`src/design/inverter_settings.svh`:
```
`ifndef INVERTER_SETTINGS_SVH
`define INVERTER_SETTINGS_SVH

////////////////////////////////////////
// datapath widths
////////////////////////////////////////
`define SAMPLE_W 16
`define CMP_W 10

////////////////////////////////////////
// triangle carrier, period is 2*CARRIER_MAX
////////////////////////////////////////
`define CARRIER_MAX 250
`define CARRIER_MID 125

// gain stands in for 1/vdc
`define MOD_GAIN 160
`define MOD_SHIFT 15

// 8 frames
`define FIFO_DEPTH_LOG2 3

`endif

```
`src/design/inverter_pkg.sv`:
```
`include "inverter_settings.svh"

package inverter_pkg;

	////////////////////////////////////////
	// scalar types
	////////////////////////////////////////

	// signed phase voltage reference
	typedef logic signed [`SAMPLE_W-1:0] sample_t;

	// compare value, also the carrier count
	typedef logic [`CMP_W-1:0] cmp_t;

	////////////////////////////////////////
	// one modulation frame
	////////////////////////////////////////

	// three compare values, phase a in the top bits
	typedef struct packed {
		cmp_t cmp_a;
		cmp_t cmp_b;
		cmp_t cmp_c;
	} phase_frame_t;

endpackage

```
`src/design/reference_scaler.sv`:
```
`timescale 1ns/1ps
`include "inverter_settings.svh"

module reference_scaler (
	input  logic                        clk,
	input  logic                        rst,
	input  logic                        sample_strobe,
	input  inverter_pkg::sample_t       va,
	input  inverter_pkg::sample_t       vb,
	input  inverter_pkg::sample_t       vc,
	input  logic                        full,
	output logic                        push,
	output inverter_pkg::phase_frame_t  frame,
	output logic                        sample_overrun
);

	////////////////////////////////////////
	// scaling constants
	////////////////////////////////////////

	// sample width plus a signed 9 bit gain
	localparam int PROD_W = `SAMPLE_W + 9;

	localparam logic signed [PROD_W-1:0] GAIN = `MOD_GAIN;
	localparam logic signed [PROD_W-1:0] MID = `CARRIER_MID;
	localparam logic signed [PROD_W-1:0] TOP = `CARRIER_MAX;

	inverter_pkg::phase_frame_t frame_q;
	logic frame_valid;
	logic overrun_q;

	// gain, shift, offset to carrier middle, clamp
	function automatic inverter_pkg::cmp_t scale_phase(input inverter_pkg::sample_t s);
		logic signed [PROD_W-1:0] prod;
		logic signed [PROD_W-1:0] shifted;
		logic signed [PROD_W-1:0] offset;
		inverter_pkg::cmp_t result;
		prod = s * GAIN;
		shifted = prod >>> `MOD_SHIFT;
		offset = shifted + MID;
		if (offset < 0) begin
			result = '0;
		end else if (offset > TOP) begin
			result = TOP[`CMP_W-1:0];
		end else begin
			result = offset[`CMP_W-1:0];
		end
		return result;
	endfunction

	////////////////////////////////////////
	// capture and scale
	////////////////////////////////////////

	// all three phases land in one stage
	always_ff @(posedge clk) begin
		if (sample_strobe) begin
			frame_q.cmp_a <= scale_phase(va);
			frame_q.cmp_b <= scale_phase(vb);
			frame_q.cmp_c <= scale_phase(vc);
		end
	end

	// one pending frame per strobe, live for a single cycle
	always_ff @(posedge clk or posedge rst) begin
		if (rst) begin
			frame_valid <= 1'b0;
		end else begin
			frame_valid <= sample_strobe;
		end
	end

	////////////////////////////////////////
	// push or drop
	////////////////////////////////////////

	// full is sampled in the push cycle, so earlier pushes are counted
	assign push = frame_valid & ~full;
	assign frame = frame_q;

	// dropped frame, sticky until reset
	always_ff @(posedge clk or posedge rst) begin
		if (rst) begin
			overrun_q <= 1'b0;
		end else if (frame_valid && full) begin
			overrun_q <= 1'b1;
		end
	end

	assign sample_overrun = overrun_q;

endmodule

```
`src/design/frame_fifo.sv`:
```
`timescale 1ns/1ps
`include "inverter_settings.svh"

module frame_fifo (
	input  logic                        clk,
	input  logic                        rst,
	input  logic                        push,
	input  inverter_pkg::phase_frame_t  wr_frame,
	input  logic                        pop,
	output inverter_pkg::phase_frame_t  rd_frame,
	output logic                        full,
	output logic                        empty
);

	localparam int AW = `FIFO_DEPTH_LOG2;
	localparam int DEPTH = 1 << AW;

	////////////////////////////////////////
	// storage
	////////////////////////////////////////

	inverter_pkg::phase_frame_t mem [DEPTH];

	// extra top bit tells full from empty
	logic [AW:0] wr_ptr;
	logic [AW:0] rd_ptr;

	logic addr_match;
	logic wrap_differs;

	// the scaler already checks full before pushing
	always_ff @(posedge clk) begin
		if (push) begin
			mem[wr_ptr[AW-1:0]] <= wr_frame;
		end
	end

	////////////////////////////////////////
	// pointers
	////////////////////////////////////////

	always_ff @(posedge clk or posedge rst) begin
		if (rst) begin
			wr_ptr <= '0;
		end else if (push) begin
			wr_ptr <= wr_ptr + 1'b1;
		end
	end

	// modulator pops only while not empty
	always_ff @(posedge clk or posedge rst) begin
		if (rst) begin
			rd_ptr <= '0;
		end else if (pop) begin
			rd_ptr <= rd_ptr + 1'b1;
		end
	end

	////////////////////////////////////////
	// status and show-ahead read
	////////////////////////////////////////

	assign addr_match = (wr_ptr[AW-1:0] == rd_ptr[AW-1:0]);
	assign wrap_differs = (wr_ptr[AW] != rd_ptr[AW]);

	assign empty = addr_match & ~wrap_differs;
	assign full = addr_match & wrap_differs;

	// head frame valid whenever empty is low
	assign rd_frame = mem[rd_ptr[AW-1:0]];

endmodule

```
`src/design/pwm_modulator.sv`:
```
`timescale 1ns/1ps
`include "inverter_settings.svh"

module pwm_modulator (
	input  logic                        clk,
	input  logic                        rst,
	input  inverter_pkg::phase_frame_t  frame,
	input  logic                        empty,
	output logic                        pop,
	output logic                        gate_a_hi,
	output logic                        gate_a_lo,
	output logic                        gate_b_hi,
	output logic                        gate_b_lo,
	output logic                        gate_c_hi,
	output logic                        gate_c_lo,
	output logic                        period_start
);

	localparam inverter_pkg::cmp_t CARRIER_TOP = `CARRIER_MAX;

	inverter_pkg::cmp_t carrier;
	logic count_up;

	inverter_pkg::phase_frame_t cmp_q;

	logic hi_a;
	logic hi_b;
	logic hi_c;

	////////////////////////////////////////
	// triangle carrier
	////////////////////////////////////////

	// 0 up to top, back down to 1, then 0 again
	always_ff @(posedge clk or posedge rst) begin
		if (rst) begin
			carrier <= '0;
			count_up <= 1'b1;
		end else if (count_up) begin
			if (carrier == CARRIER_TOP) begin
				carrier <= CARRIER_TOP - 1'b1;
				count_up <= 1'b0;
			end else begin
				carrier <= carrier + 1'b1;
			end
		end else begin
			if (carrier == inverter_pkg::cmp_t'(1)) begin
				// turn around at the valley
				carrier <= '0;
				count_up <= 1'b1;
			end else begin
				carrier <= carrier - 1'b1;
			end
		end
	end

	// valley marks the period boundary
	assign period_start = (carrier == '0);

	////////////////////////////////////////
	// frame load at the valley
	////////////////////////////////////////

	assign pop = period_start & ~empty;

	// no new frame means the last values carry on
	always_ff @(posedge clk or posedge rst) begin
		if (rst) begin
			cmp_q <= '0;
		end else if (pop) begin
			cmp_q <= frame;
		end
	end

	////////////////////////////////////////
	// comparators
	////////////////////////////////////////

	// high side on while compare value is above the carrier
	assign hi_a = (cmp_q.cmp_a > carrier);
	assign hi_b = (cmp_q.cmp_b > carrier);
	assign hi_c = (cmp_q.cmp_c > carrier);

	assign gate_a_hi = hi_a;
	assign gate_b_hi = hi_b;
	assign gate_c_hi = hi_c;

	// complementary low side, no dead time
	assign gate_a_lo = ~hi_a;
	assign gate_b_lo = ~hi_b;
	assign gate_c_lo = ~hi_c;

endmodule

```
`src/design/inverter_pwm_top.sv`:
```
`timescale 1ns/1ps

module inverter_pwm_top (
	input  logic                   clk,
	input  logic                   rst,
	input  logic                   sample_strobe,
	input  inverter_pkg::sample_t  va,
	input  inverter_pkg::sample_t  vb,
	input  inverter_pkg::sample_t  vc,
	output logic                   gate_a_hi,
	output logic                   gate_a_lo,
	output logic                   gate_b_hi,
	output logic                   gate_b_lo,
	output logic                   gate_c_hi,
	output logic                   gate_c_lo,
	output logic                   period_start,
	output logic                   sample_overrun
);

	// scaler to fifo
	logic push;
	logic full;
	inverter_pkg::phase_frame_t wr_frame;

	// fifo to modulator
	logic pop;
	logic empty;
	inverter_pkg::phase_frame_t rd_frame;

	////////////////////////////////////////
	// reference capture and scaling
	////////////////////////////////////////

	reference_scaler u_reference_scaler (
		.clk            (clk),
		.rst            (rst),
		.sample_strobe  (sample_strobe),
		.va             (va),
		.vb             (vb),
		.vc             (vc),
		.full           (full),
		.push           (push),
		.frame          (wr_frame),
		.sample_overrun (sample_overrun)
	);

	////////////////////////////////////////
	// frame buffer
	////////////////////////////////////////

	frame_fifo u_frame_fifo (
		.clk      (clk),
		.rst      (rst),
		.push     (push),
		.wr_frame (wr_frame),
		.pop      (pop),
		.rd_frame (rd_frame),
		.full     (full),
		.empty    (empty)
	);

	////////////////////////////////////////
	// carrier and gate drive
	////////////////////////////////////////

	pwm_modulator u_pwm_modulator (
		.clk          (clk),
		.rst          (rst),
		.frame        (rd_frame),
		.empty        (empty),
		.pop          (pop),
		.gate_a_hi    (gate_a_hi),
		.gate_a_lo    (gate_a_lo),
		.gate_b_hi    (gate_b_hi),
		.gate_b_lo    (gate_b_lo),
		.gate_c_hi    (gate_c_hi),
		.gate_c_lo    (gate_c_lo),
		.period_start (period_start)
	);

endmodule

```
`config.mk`:
```
export PLATFORM = sky130hd
export DESIGN_NAME = inverter_pwm_top
export DESIGN_NICKNAME = d
export VERILOG_FILES = /design/src/design/inverter_pkg.sv /design/src/design/reference_scaler.sv /design/src/design/frame_fifo.sv /design/src/design/pwm_modulator.sv /design/src/design/inverter_pwm_top.sv
export VERILOG_INCLUDE_DIRS = /design/src /design/src/design
export SDC_FILE = /design/constraint.sdc
export NUM_CORES = 1
export LEC_CHECK = 0
export BUFFER_PORTS_ARGS = -buffer_cell sky130_fd_sc_hd__buf_2
export CORE_MARGIN = 4
export CORE_UTILIZATION = 43
export CTS_BUF_LIST = sky130_fd_sc_hd__clkbuf_2
export CTS_CLUSTER_DIAMETER = 60
export DETAILED_ROUTE_END_ITERATION = 12
export GPL_TIMING_DRIVEN = 0
export SLEW_MARGIN = 20
export SYNTH_ARGS = -nofsm -noshare
export SYNTH_HDL_FRONTEND = slang
export SYNTH_SLANG_ARGS = --single-unit
```
`constraint.sdc`:
```
create_clock -name clk -period 4.6 [get_ports clk]
set_clock_uncertainty 0.05 [all_clocks]
set_input_delay 0 -clock clk [delete_from_list [all_inputs] [get_ports clk]]
set_output_delay 0 -clock clk [all_outputs]
set_load 0.005 [all_outputs]
```
* Yosys cells after proc, flatten, opt, wreduce, memory -nomap -nowiden *
Memory sizes are Yosys's and may differ from the RTL's. A register that Yosys moved wholly into a read port is not among the register bits.
Cells that the tools add are included.

word-level totals
  input bits = 51
  bits in registers = 51
  memories = 1
  RAM bits = 240

cells by class
  multipliers = 3
  $add $sub $neg = 7
  $lt $le $gt $ge = 9
  bitwise logic cells = 10
  mux-type cells = 11
  eq/ne operators = 4
  reductions and logical operators = 5

memories
  name              words  width  read ports  clocked after Yosys merged registers in  write ports  RTL line          source
  u_frame_fifo.mem  8      30     1           1                                        1            frame_fifo.sv:22  inverter_pkg::phase_frame_t mem [DEPTH];

operator list
  kind                     count
  $mul A16 B4 Y20 const B  3
  $add A10 B8 Y11 const B  3
  $gt A11 B9 Y1 const B    3
  $lt A11 B1 Y1 const B    3
  $gt A10 B10 Y1           3
  $mux W10                 3
  $mux W8                  3
  $add A10 B1 Y10 const B  1
  $eq A10 B1 Y1 const B    1
  $eq A10 B8 Y1 const B    1
  $logic_not A10 Y1        1
  $sub A10 B1 Y10 const B  1
  $add A4 B1 Y4 const B    2
  $not A1 Y1               6
  $reduce_or A2 Y1         3
  $mux W1                  5
  $and A1 B1 Y1            4
  $eq A3 B3 Y1             1
  $logic_and A1 B1 Y1      1
  $ne A1 B1 Y1             1

* Logic depth before layout (Yosys ltp) *
Gate-level depths: netlist (run 1).

  depth in word-level cells = 6
  depth in mapped cells = 15
  gate-level depth less buffers = 15

* By module *
A second synthesis (run 1) with hierarchy kept.

second synthesis, totals
  cells, all modules = 1122
  area total of the unflattened synthesis = 16823.6 um^2

by module, submodules not included
  module            cells each  times used  area each (um^2)  sequential area each (um^2)
  frame_fifo        392         1           9684.3            7407.1
  reference_scaler  488         1           4352.9            950.9
  pwm_modulator     242         1           2786.4            1027.2

* Worst setup path after synthesis (run 1) *
OpenSTA, ideal clock, no wires.

  path kind = flip-flop to flip-flop
  start = register u_frame_fifo.rd_ptr[0]
  end = memory u_frame_fifo.mem[0][0] (netlist name) (enable)
  period minus slack after synthesis = 3946 ps
  arrival = 3442 ps
  buffers on the path = 2
  path slack = 654 ps
  library setup time = 455 ps
  required time = 4095 ps
  cell stages (with the launch flop) = 9
  cells stage by stage = dfrtp_1 > clkbuf_1 > xor2_1 > nor3_1 > nand2b_1 > and2_1 > clkbuf_1 > nand2b_1 > nor3_1

between the ends
  word-level cells in the longest chain between the ends = 6

ends and longest elaborated chain
  what                           RTL line                source
  start: declaration             frame_fifo.sv:26        logic [AW:0] rd_ptr;
  start signal: assignment       frame_fifo.sv:55        rd_ptr <= rd_ptr + 1'b1;
  $eq A3 B3 Y1                   frame_fifo.sv:63        assign addr_match = (wr_ptr[AW-1:0] == rd_ptr[AW-1:0]);
  $and A1 B1 Y1                  frame_fifo.sv:67        assign full = addr_match & wrap_differs;
  $not A1 Y1                     reference_scaler.sv:78  assign push = frame_valid & ~full;
  $and A1 B1 Y1                  reference_scaler.sv:78
  $mux W1                        frame_fifo.sv:33        if (push) begin
  $mux W1 (implied by the code)  frame_fifo.sv:34        mem[wr_ptr[AW-1:0]] <= wr_frame;
  end: declaration               frame_fifo.sv:22

Every way passes these cells.

* Worst setup path after layout (run 1) *
  start = input port vc[6]
  end = register u_reference_scaler.frame_q, in the netlist u_reference_scaler.frame[4], data pin

between the ends
  word-level cells in the longest chain between the ends = 4
  elaborated cells on any way between the ends = 5

ends and longest elaborated chain
  what                RTL line                source
  start: declaration  inverter_pwm_top.sv:9   input inverter_pkg::sample_t vc,
  $mul A16 B4 Y20 *   reference_scaler.sv:38  prod = s * GAIN;
  $add A10 B8 Y11 *   reference_scaler.sv:40  offset = shifted + MID;
  $gt A11 B9 Y1       reference_scaler.sv:43  end else if (offset > TOP) begin
  $mux W8             reference_scaler.sv:43
  end: declaration    reference_scaler.sv:28  inverter_pkg::phase_frame_t frame_q;

Mark *: on every way between the ends. The rest lies on a longest branch, timed or not.
A chain may end at the register's enable or synchronous reset.

==> flow_summary.json, run 1 <==
{
  "post-route-period-util_pct": 92.5,
  "cp_data_required_time_ns": 5.11,
  "via_per_inst": 5.42,
  "place.gp.congestion": 0.812,
  "leakage_nw": 7.10,
  "synth_async_sr_flop_share_pct": 15.9,
  "die_h_microns": 203,
  "utilization_pct": 49.2,
  "port_buffers": 58,
  "slew_violations": 0,
  "start_util_pct": 43.6,
  "grtUsageTotal_pct": 17.3,
  "synth_cells": 1174,
  "path_class": "in -> reg",
  "synthMostInstantiatedCell": "edfxtp_1",
  "gr-total-overflow": 0,
  "status": "finished, final reports clean",
  "avgSynthCellArea_sq_um": 14.0,
  "first_iter_violations": 547,
  "grt_pass1_wl_mm": 57.0,
  "synth-seq-cells": 321,
  "synthAdderAreaFrac_pct": 9.45,
  "pwr_density_cell_nw_per_um2": 390,
  "hpwlAfterDp_mm": 24.5,
  "use_met3_pct": 2.93,
  "rr_worst_depth": 10,
  "irDropWorstVdd_v": 0.000132,
  "fillers": 3342,
  "rows": 71,
  "hold_viol": 0,
  "drt.antenna.violating_nets": 0,
  "wire_per_inst_microns": 18.5,
  "period_minus_slack_ns": 4.26,
  "fmax_mhz": 235,
  "post_cts_buffers": 0,
  "r2r-start": "u_frame_fifo.rd_ptr[0]",
  "clkSlewWorstSetupHoldPaths_ns": 0.11,
  "via_count": 10400,
  "clockRootBuffer": "clkbuf_2",
  "grt_use_met2_pct": 28.5,
  "use_met1_pct": 24.2,
  "cts_buffers": 81,
  "synth_edf_count": 270,
  "cts_tree": "done",
  "io_pins": 59,
  "synth_top_area_share_pct": 49.4,
  "cts_buffer_depth": 3,
  "ctsHtreeMaxLevel": 3,
  "synth.area.mux_share_pct": 10.5,
  "power_mw": 7.22,
  "syn_to_final_growth_pct": 12.9,
  "grt_antenna_before_repair": 1,
  "ctsResizeCount": 0,
  "cts.sinks": 321,
  "synth_top_family_by_area": "compound AO/OA/AOI/OAI gates",
  "min_path_cells": 7,
  "syn_area_sq_um": 16400,
  "drive_gt1_share_pct": 22.6,
  "cp-start-kind": "input pin",
  "synthSimpleGateAreaFrac_pct": 8.26,
  "hold_end": "u_reference_scaler.frame[27]",
  "dr.pass1.iters": 5,
  "tns_ns": 0,
  "synth_top_flop_cell": "edfxtp_1",
  "ff2ff_setup_slack_ns": 1.29,
  "regToRegEndpoint": "u_frame_fifo.mem[0][9]",
  "placed_cell_area_sq_um": 17700,
  "maxSlewHeadroom_pct": 33.4,
  "busiest_layer": "met2",
  "worstPathArrival_ns": 4.76,
  "drv_cap": 0,
  "die_area_sq_um": 41400,
  "yosysTopAreaCell": "edfxtp_1",
  "dpl.cell_count": 1765,
  "core_region_area_sq_um": 37700,
  "final_cells": 1921,
  "yosys_warnings": 0,
  "setup_viol": 0,
  "rsz0062_at_grt": "no",
  "grt_start_max_net_pins": 32,
  "synthTopCellsByArea": "edfxtp_1 49%, ha_1 9.5%, mux4_2 8.2%, dfrtp_1 7.6%, a21oi_1 2.8%",
  "drcViolationCount": 0,
  "cp_max_fo": 8,
  "ys_types": 96,
  "clkLatencyLatePin_ns": 0.85,
  "final_nets": 1526,
  "synthTopCellsByCount": "270 x edfxtp_1, 124 x ha_1, 93 x a21oi_1",
  "synthXorXnorAreaFrac_pct": 2.23,
  "synth-compound-area-share_pct": 10.6,
  "die_w_microns": 203,
  "end_kind": "flip-flop",
  "min_path_type": "in -> reg",
  "grt_pass1_vias": 10500,
  "fin_area_sq_um": 18500,
  "min_from": "va[13]",
  "synth_seq_area_share_pct": 57.2,
  "worst_pin_slew_ns": 0.999,
  "drt-total-wl_mm": 35.6
}
## worst max-delay path by stage
stage	startpoint	slack (ns)	end
2_1_floorplan	u_frame_fifo.rd_ptr[0]	0.65	u_frame_fifo.mem[0][0]
3_3_place_gp	u_frame_fifo.rd_ptr[0]	-2.30	u_frame_fifo.mem[0][4]
3_5_place_dp	vc[4]	0.40	u_reference_scaler.frame[6]
4_1_cts	vc[4]	0.46	u_reference_scaler.frame[4]
5_1_grt	vc[6]	0.12	u_reference_scaler.frame[4]
6_report	vc[6]	0.34	u_reference_scaler.frame[4]
## state kept, by name, indices dropped and copies added, names as in the netlist
name	count
u_frame_fifo.mem	240
u_reference_scaler.sample_overrun	1
u_frame_fifo.rd_ptr	4
u_pwm_modulator.carrier	10
u_reference_scaler.frame	30
u_pwm_modulator.cmp_q	30
u_pwm_modulator.count_up	1
u_reference_scaler.frame_valid	1
u_frame_fifo.wr_ptr	4
## repair_timing
action	4_1_cts	5_1_grt
hold buffers	14	0
setup endpoints to repair	0	0
endpoints found under the hold margin	106	0
## metrics by stage
step           hold slack [ns]  setup WS, ns
2_1_floorplan          -0.0186         0.654
3_3_place_gp             0.407         -2.30
6_report                 0.126         0.344
4_1_cts                 0.0250         0.455
5_1_grt                 0.0885         0.117
3_5_place_dp           -0.0621         0.399
## critical path, cell delays in order
cell and delay, ns:
buf_2 0.11, ha_1 0.29, ha_1 0.39, a21oi_1 0.12
o21ai_1 0.33, a22oi_1 0.15, o211a_1 0.22, ha_1 0.20
clkdlybuf4s50_2 0.58, nor4_4 0.51, and2_4 0.25, o2bb2ai_2 0.11
a2bb2oi_2 0.18, dlygate4sd3_1 0.66, a21oi_1 0.08, dlygate4sd3_1 0.57
## power by group
group / leakage, nW / internal, mW / switching (mW) / total, mW
Clock: 0.545 / 0.738 / 1.09 / 1.83
Combinational: 3.43 / 0.604 / 0.907 / 1.51
Sequential: 3.13 / 3.71 / 0.179 / 3.89
Total: 7.10 / 5.05 / 2.17 / 7.22
## area by class of cell
| type | instances | area (sq um) | area share, % |
|---|---|---|---|
| flip-flops and latches | 321 | 9390 | 50.6 |
| multi-input cells | 782 | 6810 | 36.7 |
| repair buffers | 89 | 696 | 3.75 |
| well taps | 511 | 639 | 3.45 |
| clock buffers | 118 | 591 | 3.19 |
| plain buffers | 44 | 181 | 0.979 |
| inverters | 32 | 120 | 0.648 |
| clock inverters | 23 | 119 | 0.641 |
| diodes | 1 | 2.50 | 0.0135 |
## cells by family (layout without fill, tap and decap cells)
group                    count (synthesis)  in the layout
other                                    1              7
adder cells (fa/ha/maj)                124            124
AO/OA/AOI/OAI                          255            255
multiplexers                            96             96
flip-flops                             321            321
XOR/XNOR                                41             41
buffers and inverters                   76            306
AND/OR/NAND/NOR                        260            260
## cells in the final DEF, fill, tap and decap left out, drive strengths merged, types with 15 or more instances in the layout
cell / Yosys / layout
mux2i: 32 / 32
clkinv: 0 / 20
inv: 32 / 33
buf: 11 / 85
nor3: 18 / 18
nand2: 52 / 52
dfrtp: 50 / 50
clkbuf: 32 / 151
xnor2: 27 / 27
o21ai: 38 / 38
nor2: 79 / 79
edfxtp: 270 / 270
a21o: 17 / 17
nand2b: 15 / 15
ha: 124 / 124
nand3: 20 / 20
a21oi: 94 / 94
mux4: 60 / 60
## per-layer routing
layer / vias up / wire, microns
li1: 5009 / -
met1: 5123 / 16300
met5: - / 0
met4: 0 / 539
met3: 47 / 1660
met2: 237 / 17100
(Power assumes the default switching activity.)
==> run 2: changes to the inputs <==
- ABC_AREA: not set -> 1
- BUFFER_PORTS_ARGS: -buffer_cell sky130_fd_sc_hd__buf_2 -> -buffer_cell sky130_fd_sc_hd__buf_4
==> run 2 against run 1 <==
Net effect:
- setup slack better by 0.13 ns
- total power down 0.95%
- register-to-register slack better by 0.07 ns
- routed wire length up 13%
- critical path depth up 5
- sequential cell count unchanged
- largest power group unchanged
- highest routed layer is now met5
==> flow_summary.json, run 2 <==
{
  "status": "finished, final reports clean",
  "ctsResizeCount": 0,
  "final_cell_mix": "428 x nand2_1, 270 x edfxtp_1, 174 x inv_1",
  "setup_viol": 0,
  "final_nets": 2132,
  "grt_antenna_before_repair": 3,
  "clockRootBuffer": "clkbuf_2",
  "path_class": "in -> reg",
  "critPathSlowestCell": "dlygate4sd3_1",
  "syn_to_final_growth_pct": 14.4,
  "yosysTopAreaCell": "edfxtp_1",
  "crit_chain": "dlygate4sd3_1 > buf_4 > ha_1 > dlygate4sd3_1 > ha_1 > nand2_1 > nand2_1 > nand2_1 > and2_1 > nor2_1 > nor2_1 > nand2_1 > nand2_1 > nand2_1 > dlygate4sd3_1 > nand2_1 > dlygate4sd3_1 > nand2_1 > dlygate4sd3_1 > nand2_1 > inv_1",
  "maxSlewHeadroom_pct": 44.2,
  "die_area_sq_um": 42900,
  "cp_max_fo": 4,
  "largest_reg_flops": 240,
  "avgSynthCellArea_sq_um": 9.65,
  "fmax_mhz": 242,
  "drive_gt1_share_pct": 13.5,
  "slew_violations": 0,
  "synth_edf_count": 270,
  "drv_cap": 0,
  "clkSlewWorstSetupHoldPaths_ns": 0.11,
  "yosys_warnings": 0,
  "power_mw": 7.16,
  "grt_pass1_wl_mm": 64.6,
  "pwr_density_cell_nw_per_um2": 367,
  "cts_buffers": 80,
  "synthTopCellsByCount": "428 x nand2_1, 270 x edfxtp_1, 175 x inv_1",
  "irDropWorstVdd_v": 0.000138,
  "leakage_nw": 8.54,
  "end_kind": "flip-flop",
  "hold_viol": 0,
  "synthMostInstantiatedCell": "nand2_1",
  "worst_pin_slew_ns": 0.833,
  "cts_buffer_depth": 3,
  "drt.antenna.violating_nets": 0,
  "post-route-period-util_pct": 89.7,
  "core_region_area_sq_um": 38900,
  "rsz0062_at_grt": "no",
  "synth_top_area_share_pct": 47.6,
  "ys_types": 50,
  "final_common_cell": "nand2_1",
  "period_minus_slack_ns": 4.13,
  "gr-total-overflow": 0,
  "synth_cells": 1767,
  "syn_area_sq_um": 17000,
  "port_buffers": 58,
  "synth-seq-cells": 321,
  "drcViolationCount": 0,
  "via_per_inst": 5.08,
  "die_w_microns": 207,
  "clkLatencyLatePin_ns": 0.90,
  "via_count": 12900,
  "min_path_type": "in -> reg",
  "cts.sinks": 321,
  "cts_tree": "done",
  "ctsHtreeMaxLevel": 3,
  "cp_data_required_time_ns": 5.15,
  "dpl.cell_count": 2363,
  "place.gp.congestion": 0.867,
  "cp-start-kind": "input pin",
  "synth_async_sr_flop_share_pct": 15.9,
  "start_util_pct": 43.8,
  "path_common_cell": "nand2_1",
  "grt_pass1_vias": 12700,
  "synth_top_flop_cell": "edfxtp_1",
  "io_pins": 59,
  "worstPathArrival_ns": 4.68,
  "tns_ns": 0,
  "hpwlAfterDp_mm": 28.6,
  "synthTopCellsByArea": "edfxtp_1 48%, nand2_1 9.4%, ha_1 9.1%, dfrtp_1 7.3%, inv_1 3.9%",
  "wire_per_inst_microns": 15.8,
  "first_iter_violations": 821,
  "grt_start_max_net_pins": 35,
  "final_cells": 2544,
  "grtUsageTotal_pct": 18.5,
  "rows": 72,
  "drt-total-wl_mm": 40.2,
  "synth_seq_area_share_pct": 55.0,
  "dr.pass1.iters": 5,
  "slowest_delay_ns": 0.62,
  "die_h_microns": 207
}
run 2: layout make-up:
cell class | instances | area [sq um]
inverters | 181 | 679
diodes | 3 | 7.51
clock buffers | 131 | 656
plain buffers | 51 | 198
flip-flops and latches | 321 | 9390
repair buffers | 103 | 985
multi-input cells | 1219 | 6860
clock inverters | 17 | 92.6
well taps | 518 | 648
fillers | 3694 | 19400
run 2: path summary, 6_finish.rpt:
kind	cells past startpoint	to	start	slack [ns]
worst max register to register	10	u_frame_fifo.mem[7][3]	u_frame_fifo.rd_ptr[1]	1.36
worst min register to register	2	u_pwm_modulator.cmp_q[25]	u_pwm_modulator.cmp_q[25]	0.45
worst max-delay path	21	u_reference_scaler.frame[3]	vc[10]	0.47
max in group asynchronous	5	u_pwm_modulator.count_up	rst	3.65
min in group asynchronous	4	u_pwm_modulator.cmp_q[8]	rst	0.15
worst min-delay path	7	u_reference_scaler.frame[27]	va[14]	0.08
run 2: what timing repair did:
item,CTS,global route
setup buffers,0,0
hold buffers,30,0
hold endpoints to repair,106,0
setup endpoints to repair,0,0
run 2: per-stage QoR:
stage               cell area, sq um  utilization [%]  setup WS, ns  hold slack [ns]
finish                         19500             50.1         0.473           0.0841
global route                   19500             50.1         0.249           0.0478
CTS                            19500             50.1         0.560           0.0120
detailed placement             18500             47.4          1.44         -0.00541
global placement               18200             46.6         -1.77            0.361
floorplan                      17100                -         0.753          -0.0186
run 2: per-layer routing:
layer | vias up | part of all wire (%) | global-route usage (%)
li1 | 6510 | - | -
met1 | 5978 | 44 | 24.0
met2 | 374 | 48 | 31.6
met3 | 57 | 5.9 | 3.46
met4 | 2 | 1.9 | 5.93
met5 | - | 0.040 | 0
run 2: critical path: cells and delay by family:
kind          cells  cell delay [ns]
fa+ha+maj         2             0.61
buf+inv           7             3.00
simple gates     12             1.06
run 2: where the power goes:
| part | switching (mW) | internal, mW |
|---|---|---|
| Clock | 1.11 | 0.800 |
| Combinational | 0.927 | 0.495 |
| Sequential | 0.176 | 3.65 |
| Total | 2.21 | 4.94 |
run 2: logic make-up (layout without fill, tap and decap cells):
kind of cell             count (synthesis)  in the layout  share of synthesized area [%]
flip-flops                             321            321                           55.0
buffers and inverters                  232            483                           5.14
XOR/XNOR                                21             21                           1.19
AO/OA/AOI/OAI                          246            246                           8.35
AND/OR/NAND/NOR                        806            806                           20.2
multiplexers                            16             16                          0.939
adder cells (fa/ha/maj)                124            124                           9.10
other                                    1              9                         0.0220
==> run 3: changes to the inputs <==
- clock period: 4.6 -> 3.8 ns (I/O delays scaled with it)
==> run 3 against run 2 <==
Net effect:
- setup slack got worse by 0.26 ns
- non-clock buffer count up 4
- routed wire length down 0.29%
- worst hold slack better by 0.030 ns
- sequential share of layout area fell by 0.44 points
- clock power grew 24%
- combinational power increased by 25%
- highest routed layer unchanged
- sequential power increased by 21%
- cell count decreased by 0.31%
- largest cell class unchanged
- critical path type unchanged
- largest power group unchanged
- die area is the same
- count of clock-buffer cells in the layout shrank 27
==> flow_summary.json, run 3 (same netlist as run 2, synthesis figures left out) <==
{
  "clkSlewWorstSetupHoldPaths_ns": 0.09,
  "drv_cap": 0,
  "via_count": 12900,
  "wl_met3_mm": 2.40,
  "io_pins": 59,
  "die_w_microns": 207,
  "grt_pass1_vias": 12600,
  "cp_data_required_time_ns": 4.33,
  "grtUsageTotal_pct": 18.5,
  "leakage_nw": 8.52,
  "path_class": "in -> reg",
  "rows": 72,
  "drt-total-wl_mm": 40.1,
  "ff2ff_setup_slack_ns": 0.70,
  "min_path_type": "in -> reg",
  "grt_pass1_wl_mm": 64.2,
  "drive_gt1_share_pct": 12.9,
  "slowest_delay_ns": 0.60,
  "min_from": "vc[12]",
  "period_minus_slack_ns": 3.59,
  "min_path_cells": 9,
  "end_kind": "flip-flop",
  "largest_reg_flops": 240,
  "die_h_microns": 207,
  "grt_start_max_net_pins": 52,
  "cts_buffers": 80,
  "cts_tree": "done",
  "final_cells": 2536,
  "setup_viol": 0,
  "routed.top_layer": "met5",
  "dr_wl_met2_mm": 19.1,
  "cts.sinks": 321,
  "drcViolationCount": 0,
  "wire_per_inst_microns": 15.8,
  "core_region_area_sq_um": 38900,
  "power_mw": 8.76,
  "die_area_sq_um": 42900,
  "start_util_pct": 43.8,
  "post-route-period-util_pct": 94.5,
  "clkLatencyLatePin_ns": 0.85,
  "dr.pass1.iters": 5,
  "worst_pin_slew_ns": 0.818,
  "regToRegEndpoint": "u_frame_fifo.mem[7][24]",
  "r2r-start": "u_frame_fifo.rd_ptr[1]",
  "grt_antenna_before_repair": 2,
  "maxSlewHeadroom_pct": 45.3,
  "drt.antenna.violating_nets": 0,
  "path_common_cell": "nand2_1",
  "place.gp.congestion": 0.863,
  "hpwlAfterDp_mm": 28.0,
  "syn_to_final_growth_pct": 15.5,
  "status": "finished, final reports clean",
  "gr-total-overflow": 0,
  "hold_end": "u_reference_scaler.frame[2]",
  "pwr_density_cell_nw_per_um2": 445,
  "slew_violations": 0,
  "critPathSlowestCell": "dlygate4sd3_1",
  "clockRootBuffer": "clkbuf_2",
  "ctsHtreeMaxLevel": 3,
  "port_buffers": 58,
  "cts_buffer_depth": 3,
  "rsz0062_at_grt": "no",
  "hold_viol": 0,
  "fmax_mhz": 278,
  "via_per_inst": 5.08,
  "utilization_pct": 50.6,
  "worstPathArrival_ns": 4.13,
  "dpl.cell_count": 2358,
  "rr_worst_depth": 10,
  "irDropWorstVdd_v": 0.000170,
  "met1_length_mm": 17.9,
  "cp_max_fo": 4,
  "final_nets": 2136,
  "first_iter_violations": 717,
  "final_common_cell": "nand2_1",
  "crit_chain": "dlygate4sd3_1 > buf_4 > ha_1 > ha_1 > nand2_1 > o21ai_1 > nand2_1 > nand3_1 > nand2_1 > dlygate4sd3_1 > nand2_1 > inv_1 > ha_1 > inv_1 > nand3_1 > nor2_1 > nand3_1 > nand2_2 > nand2_4 > dlygate4sd3_1 > nand2_1 > inv_1",
  "cp-start-kind": "input pin",
  "final_cell_mix": "428 x nand2_1, 270 x edfxtp_1, 174 x inv_1"
}
## run 3: cell count changes in the layout (fill, tap and decap cells not counted), sizes merged
cell and change:
diode -2, clkinv +15, dlymetal6s4s +1, inv -2
clkbuf -27, clkinvlp +1, dlygate4sd3 +5, bufinv +3
buf -2
## run 3: report_power, final
| group | internal (mW) | total (mW) | switching [mW] |
|---|---|---|---|
| combinational | 0.633 | 1.77 | 1.14 |
| clock | 1.03 | 2.36 | 1.34 |
| sequential | 4.41 | 4.62 | 0.208 |
| total | 6.07 | 8.76 | 2.68 |
## run 3: how the worst max path moves through the flow
| stage | startpoint | depth (start not counted) | end | slack (ns) |
|---|---|---|---|---|
| finish | va[2] | 22 | u_reference_scaler.frame[27] | 0.21 |
| global route | va[2] | 22 | u_reference_scaler.frame[22] | 0.07 |
| CTS | vc[10] | 22 | u_reference_scaler.frame[4] | 0.13 |
| detailed placement | u_frame_fifo.rd_ptr[1] | 10 | u_frame_fifo.mem[7][22] | 0.74 |
| global placement | u_frame_fifo.rd_ptr[1] | 7 | u_frame_fifo.mem[4][6] | -0.83 |
| floorplan | u_frame_fifo.rd_ptr[1] | 7 | u_frame_fifo.mem[0][0] | 0.78 |
## run 3: final cells by class
cell class,count,area [sq um]
fill,3660,19200
tap,518,648
antenna,1,2.50
clock inverter,34,248
multi-input combinational,1219,6960
inverter,181,682
buffer,51,198
sequential,321,9390
clock buffer,104,520
timing repair buffer,107,1040
## run 3: through the flow
step / area (sq um) / hold slack (ns) / worst slack, ns / TNS, ns
4_1_cts: 19600 / 0.00504 / 0.128 / 0
6_report: 19700 / 0.114 / 0.208 / 0
3_3_place_gp: 18200 / 0.377 / -0.830 / -162.13
2_1_floorplan: 17100 / -0.0186 / 0.776 / 0
5_1_grt: 19700 / 0.0735 / 0.0674 / 0
3_5_place_dp: 18400 / 0.113 / 0.744 / 0
## run 3: what timing repair did
action,in CTS,in global routing
endpoints found under the setup margin,0,10
hold endpoints to repair,106,0
hold buffers,37,0
gates resized for setup,0,16
buffers inserted,0,3
## run 3: critical path: cells and delay by family
family          cells  cell delay [ns]
fa+ha+maj           3             0.80
compound gates      1             0.20
buf+inv             7             2.05
simple gates       11             1.08
## run 3: routing by layer
metal	up-vias	global-route usage, %
li1	6516	-
met1	6001	24.0
met2	315	31.5
met3	56	3.84
met4	2	5.54
met5	-	0
